===== config.mk =====
export PLATFORM = sky130hd
export DESIGN_NAME = decodeStage
export DESIGN_NICKNAME = d
export VERILOG_FILES = /design/src/common/isaPkg.sv /design/src/common/aluPkg.sv /design/src/core/decodeStage.sv
export SDC_FILE = /design/constraint.sdc
export NUM_CORES = 1
export LEC_CHECK = 0
export ABC_AREA = 1
export BUFFER_PORTS_ARGS = -buffer_cell sky130_fd_sc_hd__buf_2
export CAP_MARGIN = 30
export CELL_PAD_IN_SITES_DETAIL_PLACEMENT = 1
export CELL_PAD_IN_SITES_GLOBAL_PLACEMENT = 2
export CORE_ASPECT_RATIO = 1.4
export CORE_UTILIZATION = 23
export CTS_BUF_LIST = sky130_fd_sc_hd__clkbuf_8
export CTS_CLUSTER_SIZE = 10
export DETAILED_ROUTE_END_ITERATION = 12
export PLACE_DENSITY_LB_ADDON = 0.05
export SETUP_SLACK_MARGIN = 0.4
export SLEW_MARGIN = 20
export SYNTH_ARGS = -nofsm -noshare
export SYNTH_HDL_FRONTEND = slang
export SYNTH_SLANG_ARGS = --single-unit

===== constraint.sdc =====
create_clock -name clk -period 0.8 [get_ports clk]
set_clock_uncertainty 0.1 [all_clocks]
set_input_delay 0.08 -clock clk [delete_from_list [all_inputs] [get_ports clk]]
set_output_delay 0.08 -clock clk [all_outputs]
set_load 0.05 [all_outputs]

===== src/common/isaPkg.sv =====
package isaPkg;

	localparam int numRegs = 8;

	typedef logic [$clog2(numRegs)-1:0] regIdx_t;

	// Encoding is fixed by the instruction set
	typedef enum logic [3:0] {
		opMov = 4'd0,
		opAdd = 4'd1,
		opSub = 4'd2,
		opMul = 4'd3,
		opOr  = 4'd4,
		opAnd = 4'd5,
		opXor = 4'd6,
		opSl  = 4'd7,
		opSr  = 4'd8,
		opSra = 4'd9,
		opRot = 4'd10,
		opBit = 4'd11,
		opSet = 4'd12,
		opClr = 4'd13,
		opCmp = 4'd14,
		opSex = 4'd15
	} aluOp_e;

	typedef struct packed {
		logic       immFlag;  // 0 in this form
		aluOp_e     op;
		regIdx_t    rd;
		regIdx_t    ra;
		regIdx_t    rb;
		logic [1:0] spare;    // Unused padding
	} regForm_t;

	typedef struct packed {
		logic       immFlag;  // 1 in this form
		aluOp_e     op;
		regIdx_t    rd;
		regIdx_t    ra;
		logic [4:0] imm5;     // Zero-extended to B
	} immForm_t;

	// Bit 15 tells which view is valid
	typedef union packed {
		regForm_t regView;
		immForm_t immView;
	} instrWord_u;

endpackage


===== src/common/aluPkg.sv =====
package aluPkg;

	import isaPkg::*;

	localparam int dataWidth = 16;
	localparam int shiftBits = 4;  // Low bits of B used for shifts and bit ops

	typedef logic [dataWidth-1:0] word_t;

	typedef struct packed {
		logic sign;
		logic carry;
		logic zero;
		logic parity;  // Overflow for arithmetic ops
	} aluFlags_t;

	typedef enum logic {
		classLogic,
		classArith
	} opClass_e;

	// Selects what the parity flag reports
	function automatic opClass_e opClass(input aluOp_e op);
		case (op)
			opAdd, opSub, opMul, opCmp, opSex: return classArith;
			default: return classLogic;
		endcase
	endfunction

endpackage


===== src/core/decodeStage.sv =====
`timescale 1ns/100ps

module decodeStage import isaPkg::*, aluPkg::*; (
	input  logic       clk,
	input  logic       rst,
	input  logic       instrValid,
	input  instrWord_u instr,
	output regIdx_t    rdAddrA,
	output regIdx_t    rdAddrB,
	input  word_t      rdDataA,
	input  word_t      rdDataB,
	output logic       decValid,
	output aluOp_e     decOp,
	output regIdx_t    decDest,
	output word_t      decA,
	output word_t      decB
);

	logic    useImm;
	aluOp_e  op;
	regIdx_t dest;
	word_t   operandB;

	assign useImm = instr.immView.immFlag;

	// Op, rd and ra sit at the same bits in both forms
	assign op      = instr.regView.op;
	assign dest    = instr.regView.rd;
	assign rdAddrA = instr.regView.ra;

	assign rdAddrB = instr.regView.rb;  // Don't care in immediate form

	assign operandB = useImm ? word_t'(instr.immView.imm5) : rdDataB;

	always_ff @(posedge clk) begin
		if (rst) begin
			decValid <= 1'b0;
		end else begin
			decValid <= instrValid;
		end
	end

	always_ff @(posedge clk) begin
		if (instrValid) begin
			decOp   <= op;
			decDest <= dest;
			decA    <= rdDataA;
			decB    <= operandB;
		end
	end

	// Issuer must present a clean word whenever it strobes
	instrKnown: assert property (@(posedge clk) disable iff (rst)
		instrValid |-> !$isunknown(instr));

endmodule


==> flow_metrics.env <==
export IMPL_cp_depth=1
export IMPL_synth_top_area_cell="edfxtp_1"
export IMPL_final_seq_area_mm2=0.00119
export IMPL_ys_seq_area_share_pct=84.3
export IMPL_power_frac_clock_pct=29.1
export IMPL_final_util_pct=43.1
export IMPL_ctsLongestPathBuffers=2
export IMPL_hold_viol=32
export IMPL_routedWlPerCell_um=13.2
export IMPL_gp_congestion=0.623
export IMPL_final_setup_viol_count=40
export IMPL_ir_worst_vdd_mv=0.590
export IMPL_grt_overflow_total=0
export IMPL_arrival_ns=0.86
export IMPL_synth_avg_cell_area_um2=16.1
export IMPL_drt_antenna_violating_nets=0
export IMPL_endpoint="decB[4]"
export IMPL_critPathMaxFanout=1
export IMPL_clock_sinks=40
export IMPL_fin_crit_sh_pct=130
export IMPL_leakagePower_nw=1.15
export IMPL_io_pins=97
export IMPL_slew_limit_headroom_pct=92.4
export IMPL_die_w_um=68.2
export IMPL_hold_ws_ns=-0.168
export IMPL_worstPathCellList="buf_6"
export IMPL_row_count=33
export IMPL_drive_above_1_share_pct=59.4
export IMPL_comb_power_share_pct=24.6
export IMPL_grt_max_degree=14
export IMPL_cts_root_buf="clkbuf_8"
export IMPL_setup_ws_ns=-0.243
export IMPL_post_dp_hpwl_um=2410
export IMPL_pre_cts_ws_ns=-0.0477
export IMPL_final_common_cell="buf_2"
export IMPL_crit_path_start="decB[4]$_DFFE_PP_"
export IMPL_drc_errors=0
export IMPL_grt_pass1_vias=978
export IMPL_min_period_ns=1.04
export IMPL_grt_total_usage_pct=10.9
export IMPL_synth_top_area_share_pct=82.9
export IMPL_cp_top_family="flip-flops"
export IMPL_switching_share_pct=28.4
export IMPL_critPathRequiredTime_ns=0.62
export IMPL_multi_input_area_um2=106
export IMPL_synthCells=88
export IMPL_area_growth_pct=80.3
export IMPL_ys_types=8
export IMPL_clkTransAtPathRegs_ns=0.08
export IMPL_stdcell_count=257
export IMPL_drt_iter0_drc=15
export IMPL_nNetsFinal=237
export IMPL_violations="negative hold slack, negative setup slack"
export IMPL_max_stage_delay_ns=0.40
export IMPL_path_buf_inv=1
export IMPL_cts_buffers=5
export IMPL_cts_tree="yes"
export IMPL_final_cell_mix="42 x buf_2, 40 x buf_6, 39 x edfxtp_1"
export IMPL_power_switching_mw=1.57
export IMPL_setup_tns_final_ns=-8.58
export IMPL_power_frac_seq_pct=46.3
export IMPL_portBuffers=90
export IMPL_dp_cells=243
export IMPL_first_pass_iters=2
export IMPL_synthesis_nets=139
export IMPL_rsz0062_at_grt="yes"
export IMPL_htreeDepth=2
export IMPL_die_h_um=94.7
export IMPL_antenna_diode_count=0
export IMPL_hp_start="rst"
export IMPL_worst_setup_path_start_kind="flip-flop"
export IMPL_vias=1010
export IMPL_vias_per_cell=3.93
export IMPL_core_mm2=0.00590
export IMPL_power_density_mw_per_mm2=2170
export IMPL_endpoint_kind="output port"
export IMPL_worstMarginPinSlew_ns=0.115
export IMPL_drv_slew=0
export IMPL_internal_power_mw=3.96
export IMPL_routed_wl_um=3390
export IMPL_crit_type="reg2out"
export IMPL_syn_area_mm2=0.00141
export IMPL_ys_ff_latch=40
export IMPL_cpMaxStageDelayCell="edfxtp_1"
export IMPL_status="finished with violations"
export IMPL_nFillCells=616
export IMPL_drv_cap=0
export IMPL_hp_class="in2reg"
export IMPL_start_util_pct=23.9
export IMPL_max_clock_freq_ghz=0.959
export IMPL_yosys_top_cells_area="edfxtp_1 83%, nand2_1 4.0%, inv_1 3.5%"
export IMPL_ys_warn_count=0
export IMPL_die_area_mm2=0.00646
export IMPL_finalPower_mw=5.53
export IMPL_antenna_found_initial=0
export IMPL_grt_pass1_wl_um=4840
worst min-delay path by stage:
stage,depth (start not counted),endpoint,slack (ns)
2_1_floorplan,1,decValid$_SDFF_PP0_,0.04
3_3_place_gp,0,rdAddrA[0],0.06
3_5_place_dp,0,rdAddrA[0],0.06
4_1_cts,2,decValid$_SDFF_PP0_,-0.18
5_1_grt,2,decValid$_SDFF_PP0_,-0.19
6_report,2,decValid$_SDFF_PP0_,-0.17
sequential cells by signal, indices dropped and copies added, names as in the netlist:
signal    cells
decDest       3
decA         16
decValid      1
decOp         4
decB         16
Yosys cell counts:
library cell,instances
buf_4,6
inv_1,13
edfxtp_1,39
nand2_1,15
buf_8,1
nor2_1,12
dfxtp_1,1
buf_6,1
kinds of logic (layout without fill, tap and decap cells):
family,after synthesis,in the layout,share of synthesized area (%)
simple gates,27,27,7.17
flops,40,40,84.3
buf+inv,21,120,8.50
through the flow:
step	hold slack, ns	cell area (um^2)
floorplan	0.0416	1450
global placement	0.0604	1930
detailed placement	0.0604	1930
CTS	-0.180	2490
global route	-0.190	2550
finish	-0.168	2550
cell type report:
class                      instances  area share, %
sequential                        40           46.9
timing repair buffer              99           39.1
multi-input combinational         27           4.17
tap                               70           3.44
clock buffer                       5           2.70
inverter                          13           2.01
clock inverter                     3           1.67
layer usage:
layer  vias up  global-route usage, %  wire, um
met4         0                   5.21        61
met3         7                   4.11       328
li1        485                      -         -
met1       457                   10.9      1160
met2        61                   19.0      1840
met5         -                      0         0
power groups by stage:
stage / registers, mW / logic [mW] / clock network (mW)
floorplan: 3.16 / 0.159 / 0
global placement: 2.56 / 1.02 / 0
detailed placement: 2.56 / 1.03 / 0
CTS: 2.56 / 1.35 / 1.67
global route: 2.58 / 1.42 / 1.74
finish: 2.56 / 1.36 / 1.61
what timing repair did:
action,4_1_cts,5_1_grt
endpoints found under the setup margin,98,83
endpoints found under the hold margin,37,32
pin swaps,0,2
gates resized for setup,107,6
setup buffers,0,1
cloned,4,1
Note: power is estimated with default switching activity, not from simulation.
