--- config.mk ---
export PLATFORM = sky130hd
export DESIGN_NAME = regFile
export DESIGN_NICKNAME = d
export VERILOG_FILES = /design/src/common/isaPkg.sv /design/src/common/aluPkg.sv /design/src/core/regFile.sv
export SDC_FILE = /design/constraint.sdc
export NUM_CORES = 1
export LEC_CHECK = 0
export BUFFER_PORTS_ARGS = -buffer_cell sky130_fd_sc_hd__buf_4
export CAP_MARGIN = 5
export CELL_PAD_IN_SITES_DETAIL_PLACEMENT = 1
export CELL_PAD_IN_SITES_GLOBAL_PLACEMENT = 2
export CORE_MARGIN = 10
export CORE_UTILIZATION = 41
export DETAILED_ROUTE_END_ITERATION = 10
export GPL_ROUTABILITY_DRIVEN = 0
export PLACE_DENSITY_LB_ADDON = 0.1
export SYNTH_ARGS = -nofsm -noshare
export SYNTH_HDL_FRONTEND = slang
export SYNTH_SLANG_ARGS = --single-unit
--- constraint.sdc ---
create_clock -name clk -period 4.1 [get_ports clk]
set_clock_uncertainty 0.1 [all_clocks]
set_input_delay 0 -clock clk [delete_from_list [all_inputs] [get_ports clk]]
set_output_delay 0 -clock clk [all_outputs]
set_load 0.01 [all_outputs]
--- src/common/isaPkg.sv ---
package isaPkg;

	localparam int numRegs = 8;

	typedef logic [$clog2(numRegs)-1:0] regIdx_t;

	// Encoding is fixed by the instruction set
	typedef enum logic [3:0] {
		opMov = 4'd0,
		opAdd = 4'd1,
		opSub = 4'd2,
		opMul = 4'd3,
		opOr  = 4'd4,
		opAnd = 4'd5,
		opXor = 4'd6,
		opSl  = 4'd7,
		opSr  = 4'd8,
		opSra = 4'd9,
		opRot = 4'd10,
		opBit = 4'd11,
		opSet = 4'd12,
		opClr = 4'd13,
		opCmp = 4'd14,
		opSex = 4'd15
	} aluOp_e;

	typedef struct packed {
		logic       immFlag;  // 0 in this form
		aluOp_e     op;
		regIdx_t    rd;
		regIdx_t    ra;
		regIdx_t    rb;
		logic [1:0] spare;    // Unused padding
	} regForm_t;

	typedef struct packed {
		logic       immFlag;  // 1 in this form
		aluOp_e     op;
		regIdx_t    rd;
		regIdx_t    ra;
		logic [4:0] imm5;     // Zero-extended to B
	} immForm_t;

	// Bit 15 tells which view is valid
	typedef union packed {
		regForm_t regView;
		immForm_t immView;
	} instrWord_u;

endpackage

--- src/common/aluPkg.sv ---
package aluPkg;

	import isaPkg::*;

	localparam int dataWidth = 16;
	localparam int shiftBits = 4;  // Low bits of B used for shifts and bit ops

	typedef logic [dataWidth-1:0] word_t;

	typedef struct packed {
		logic sign;
		logic carry;
		logic zero;
		logic parity;  // Overflow for arithmetic ops
	} aluFlags_t;

	typedef enum logic {
		classLogic,
		classArith
	} opClass_e;

	// Selects what the parity flag reports
	function automatic opClass_e opClass(input aluOp_e op);
		case (op)
			opAdd, opSub, opMul, opCmp, opSex: return classArith;
			default: return classLogic;
		endcase
	endfunction

endpackage

--- src/core/regFile.sv ---
`timescale 1ns/100ps

module regFile import isaPkg::*, aluPkg::*; (
	input  logic    clk,
	input  logic    rst,
	input  regIdx_t rdAddrA,
	input  regIdx_t rdAddrB,
	output word_t   rdDataA,
	output word_t   rdDataB,
	input  logic    wrEn,
	input  regIdx_t wrAddr,
	input  word_t   wrData,
	input  logic    loadEn,
	input  regIdx_t loadDest,
	input  word_t   loadData
);

	word_t regs [numRegs];

	always_ff @(posedge clk) begin
		if (rst) begin
			regs <= '{default: '0};
		end else if (wrEn) begin
			regs[wrAddr] <= wrData;       // Pipeline write wins
		end else if (loadEn) begin
			regs[loadDest] <= loadData;
		end
	end

	// Reads are combinational so decode sees them in the issue cycle
	assign rdDataA = regs[rdAddrA];
	assign rdDataB = regs[rdAddrB];

endmodule

==> metrics list <==
* Filler instances: 2260
* Reg-to-reg slack, setup: 2640 ps
- The routed design could run at a clock period as short as 2913 ps.
- Summed over all layers, the routed wires come to 35.45 mm.
- TritonCTS built the clock tree.
* Die footprint: 26870 um^2
- The sequential cells in the finished layout cover a total of 2562 um^2.
* Path type of the worst min-delay path: input port to flip-flop
- Cells on Worst Hold Path: 4
- Setup violations remaining at the end of the flow were counted as 0.
* Commonest non-fill, non-tap cell in the layout: sky130_fd_sc_hd__nand2_1
- In this run, the number of DRC markers left after iteration 0 of detailed routing was 678.
- Global routing used 26.57% of the available tracks.
- The top cell types in the final layout, fill and taps aside, are sky130_fd_sc_hd__nand2_1 (148), sky130_fd_sc_hd__inv_1 (128), sky130_fd_sc_hd__o2bb2ai_1 (128), sky130_fd_sc_hd__dfxtp_1 (128), sky130_fd_sc_hd__a221oi_1 (118).
* Warning count from the yosys run: 0
* Number of antenna violations at the first check in global routing: 0
* IO Port Bufs: 79
* Clock latency on the worst-skew pair: 430 ps
- The number of nets handed over by synthesis was 966.
* Nature of the critical path startpoint: input port
- The register with the most flip-flops in the final layout is regs.
- The floorplan step set the die height to 163.9 um.
- In the final layout, the registers with the most flip-flops are regs: 128 flops.
* Setup repair after global routing missed its margin: no
* Largest cells by area after synthesis: sky130_fd_sc_hd__dfxtp_1 (30%), sky130_fd_sc_hd__mux4_2 (17%), sky130_fd_sc_hd__o2bb2ai_1 (13%)
- Signal arrival time at the worst endpoint: 3140 ps
- In the routed design, unresolved DRC markers number 0.
- Measured against its own limit, the worst slew margin works out to 8.819%.
- The first detailed-routing pass took 5 iterations.
* Hold Startpoint: wrEn
* Worst Reg2Reg Path Length in Cells: 3
- The register with the most flip-flops in the layout has 128 of them.
- The routed layout has 8124 vias.
- The worst hold path terminates at regs[114].
* Global-route wire length before repair: 54.17 mm
* Peak supply drop: 0.3084 mV
- Setup TNS Final: 0 ps
* Number of nets still failing antenna checks after routing: 0
- In this run the critical register-to-register path is launched from regs[43].
* Number of global-route vias before repair: 8612
- The initialized floorplan defines 52 standard-cell rows.
* Routed vias/inst: 6.552
* Post-synthesis sequential area ratio: 30.18%
- CTS buffer count: 17
* Largest net degree at the start of global routing: 63
- Number of different library cells in the post-synthesis netlist: 26
- The number of antenna diodes in the final layout is 0.
* Total power per unit cell area: 353.2 nW/um^2
- Final #Nets: 1005
- The tool flagged a number of max-cap violations equal to 0.
- The number of hold violations in the final report came to 0.
* Share of final-layout standard cells stronger than drive strength 1: 24.43%
- Worst slew pin tran: 1360 ps
- Of all nets on the critical path, the largest fanout is 33.
- Clock tree synthesis selected as its root buffer the cell sky130_fd_sc_hd__clkbuf_16.
* Upper clock frequency limit: 343.3 MHz
* Tot Pwr: 3607 uW
- After synthesis the netlist holds a flip-flop and latch count of 128.
- Portion of the clock cycle consumed by the worst path in the final layout: 71.04%
- Summing all multi-input logic gate instances after layout gives 4893 um^2.
* Top cell type's share of synthesized area: 30.18%
* Outcome: finished, final reports clean
- The floorplan step defined a core boundary enclosing 20300 um^2.
* Clock Pin Slew Worst Setup and Hold Paths: 60 ps
- Cell count after synthesis: 918
* Width of the die: 163.9 um
* Largest buffer count on any clock path: 2
- From synthesis to final layout, the design area changed by 20.24%.
- Summed over all layers, the global routing overflow is 0.
- Maximum level of the CTS H-tree: 4
- Largest area contributor in the synthesized netlist: sky130_fd_sc_hd__dfxtp_1
* Quantity of gates resized following cts: 0
- By startpoint and endpoint, the worst setup path is classified as input port to flip-flop.
- Routed wire per std cell: 28.59 um
- Counting every sink on the clock net gives 128.
- For this design the static power due to leakage is 0.003376 uW.
- Top-level I/O count: 80
* Post-synthesis average cell area: 9.250 um^2
- Capture point of the worst reg-to-reg path: regs[43]
* Initial core utilization: 41.83%
- Data on the critical path is required at its endpoint by 4320 ps.
* Slew Limit Fails: 0
- Area of the mapped netlist: 8492 um^2
- After legalization and detailed placement, the total HPWL measured 21.23 mm.
- Capturing element type of the critical path: flip-flop
-- final cells by class --
class	count	share of cell area, %
clock buffers	19	4.436
clock inverters	13	1.593
inverters	128	4.705
multi-input cells	524	47.92
flip-flops and latches	128	25.10
well taps	270	3.308
repair buffers	158	12.94
-- kinds of logic (layout without fill, tap and decap cells) --
family	Yosys count	in the layout	share of synthesized area, %
AO/OA/AOI/OAI	284	284	29.29
buffers and inverters	266	318	12.77
AND/OR/NAND/NOR	164	164	9.194
flip-flops	128	128	30.18
multiplexers	76	76	18.56
-- cells in the mapped netlist --
master	count
sky130_fd_sc_hd__nand2_1	148
sky130_fd_sc_hd__dfxtp_1	128
sky130_fd_sc_hd__inv_1	128
sky130_fd_sc_hd__o2bb2ai_1	128
sky130_fd_sc_hd__a221oi_1	118
sky130_fd_sc_hd__clkbuf_1	66
sky130_fd_sc_hd__mux4_2	64
sky130_fd_sc_hd__buf_2	42
sky130_fd_sc_hd__buf_1	25
sky130_fd_sc_hd__o21ai_0	20
sky130_fd_sc_hd__mux2_2	12
sky130_fd_sc_hd__a221oi_2	10
sky130_fd_sc_hd__a21boi_1	4
sky130_fd_sc_hd__buf_6	4
sky130_fd_sc_hd__a21boi_2	3
sky130_fd_sc_hd__nand4bb_1	3
sky130_fd_sc_hd__nor4b_4	3
sky130_fd_sc_hd__nor4bb_1	3
sky130_fd_sc_hd__nand4b_2	2
sky130_fd_sc_hd__a21boi_4	1
sky130_fd_sc_hd__and4b_1	1
sky130_fd_sc_hd__buf_4	1
sky130_fd_sc_hd__nand4_1	1
sky130_fd_sc_hd__nand4b_1	1
sky130_fd_sc_hd__nor4_4	1
sky130_fd_sc_hd__or4b_4	1
-- worst max-delay path, cell delays in order --
cell and delay (ps):
sky130_fd_sc_hd__dlygate4sd3_1 530, sky130_fd_sc_hd__buf_4 190, sky130_fd_sc_hd__nor4bb_4 170, sky130_fd_sc_hd__buf_4 300, sky130_fd_sc_hd__a21boi_2 1060, sky130_fd_sc_hd__a221oi_1 240
sky130_fd_sc_hd__dlygate4sd3_1 620
-- report_power, final --
| part | internal (uW) | leakage (uW) | total [uW] | switching, uW |
|---|---|---|---|---|
| sequential | 1310 | 0.00104 | 1350 | 40.4 |
| combinational | 271 | 0.00205 | 639 | 367 |
| clock | 987 | 0.000283 | 1620 | 632 |
-- worst max-delay path by stage --
stage	start	to	slack (ps)	depth (start not counted)
floorplan	rdAddrA[0]	rdDataA[0]	2510	5
global route	loadDest[1]	regs[31]	1090	7
CTS	loadDest[1]	regs[76]	1260	7
detailed placement	loadEn	regs[7]	1830	5
finish	loadDest[1]	regs[76]	1190	7
global placement	wrEn	regs[80]	1830	5
-- stage by stage --
stage / cell area (um^2) / cells / hold slack (ps) / setup slack, ps / utilization, %
4_1_cts: 10210 / 1240 / 89.22 / 1262 / 50.30
3_3_place_gp: 9055 / 1154 / 218.2 / 1834 / 44.61
3_5_place_dp: 9055 / 1154 / 230.9 / 1826 / 44.61
2_1_floorplan: 8492 / 918 / 207.8 / 2505 / -
5_1_grt: 10210 / 1240 / 122.8 / 1087 / 50.30
6_report: 10210 / 1240 / 97.31 / 1187 / 50.30
-- what timing repair did --
item	in CTS	in global routing
endpoints found under the hold margin	128	0
hold buffers	54	0
buffers inserted	0	0
-- layer usage --
metal	vias up	global-route usage [%]	part of all wire (%)
met2	373	42.14	46
met3	41	5.607	8.4
met5	-	0	0
met1	4198	35.57	44
li1	3512	-	-
met4	0	8.123	1.9
Note: power is estimated with default switching activity, not from simulation.
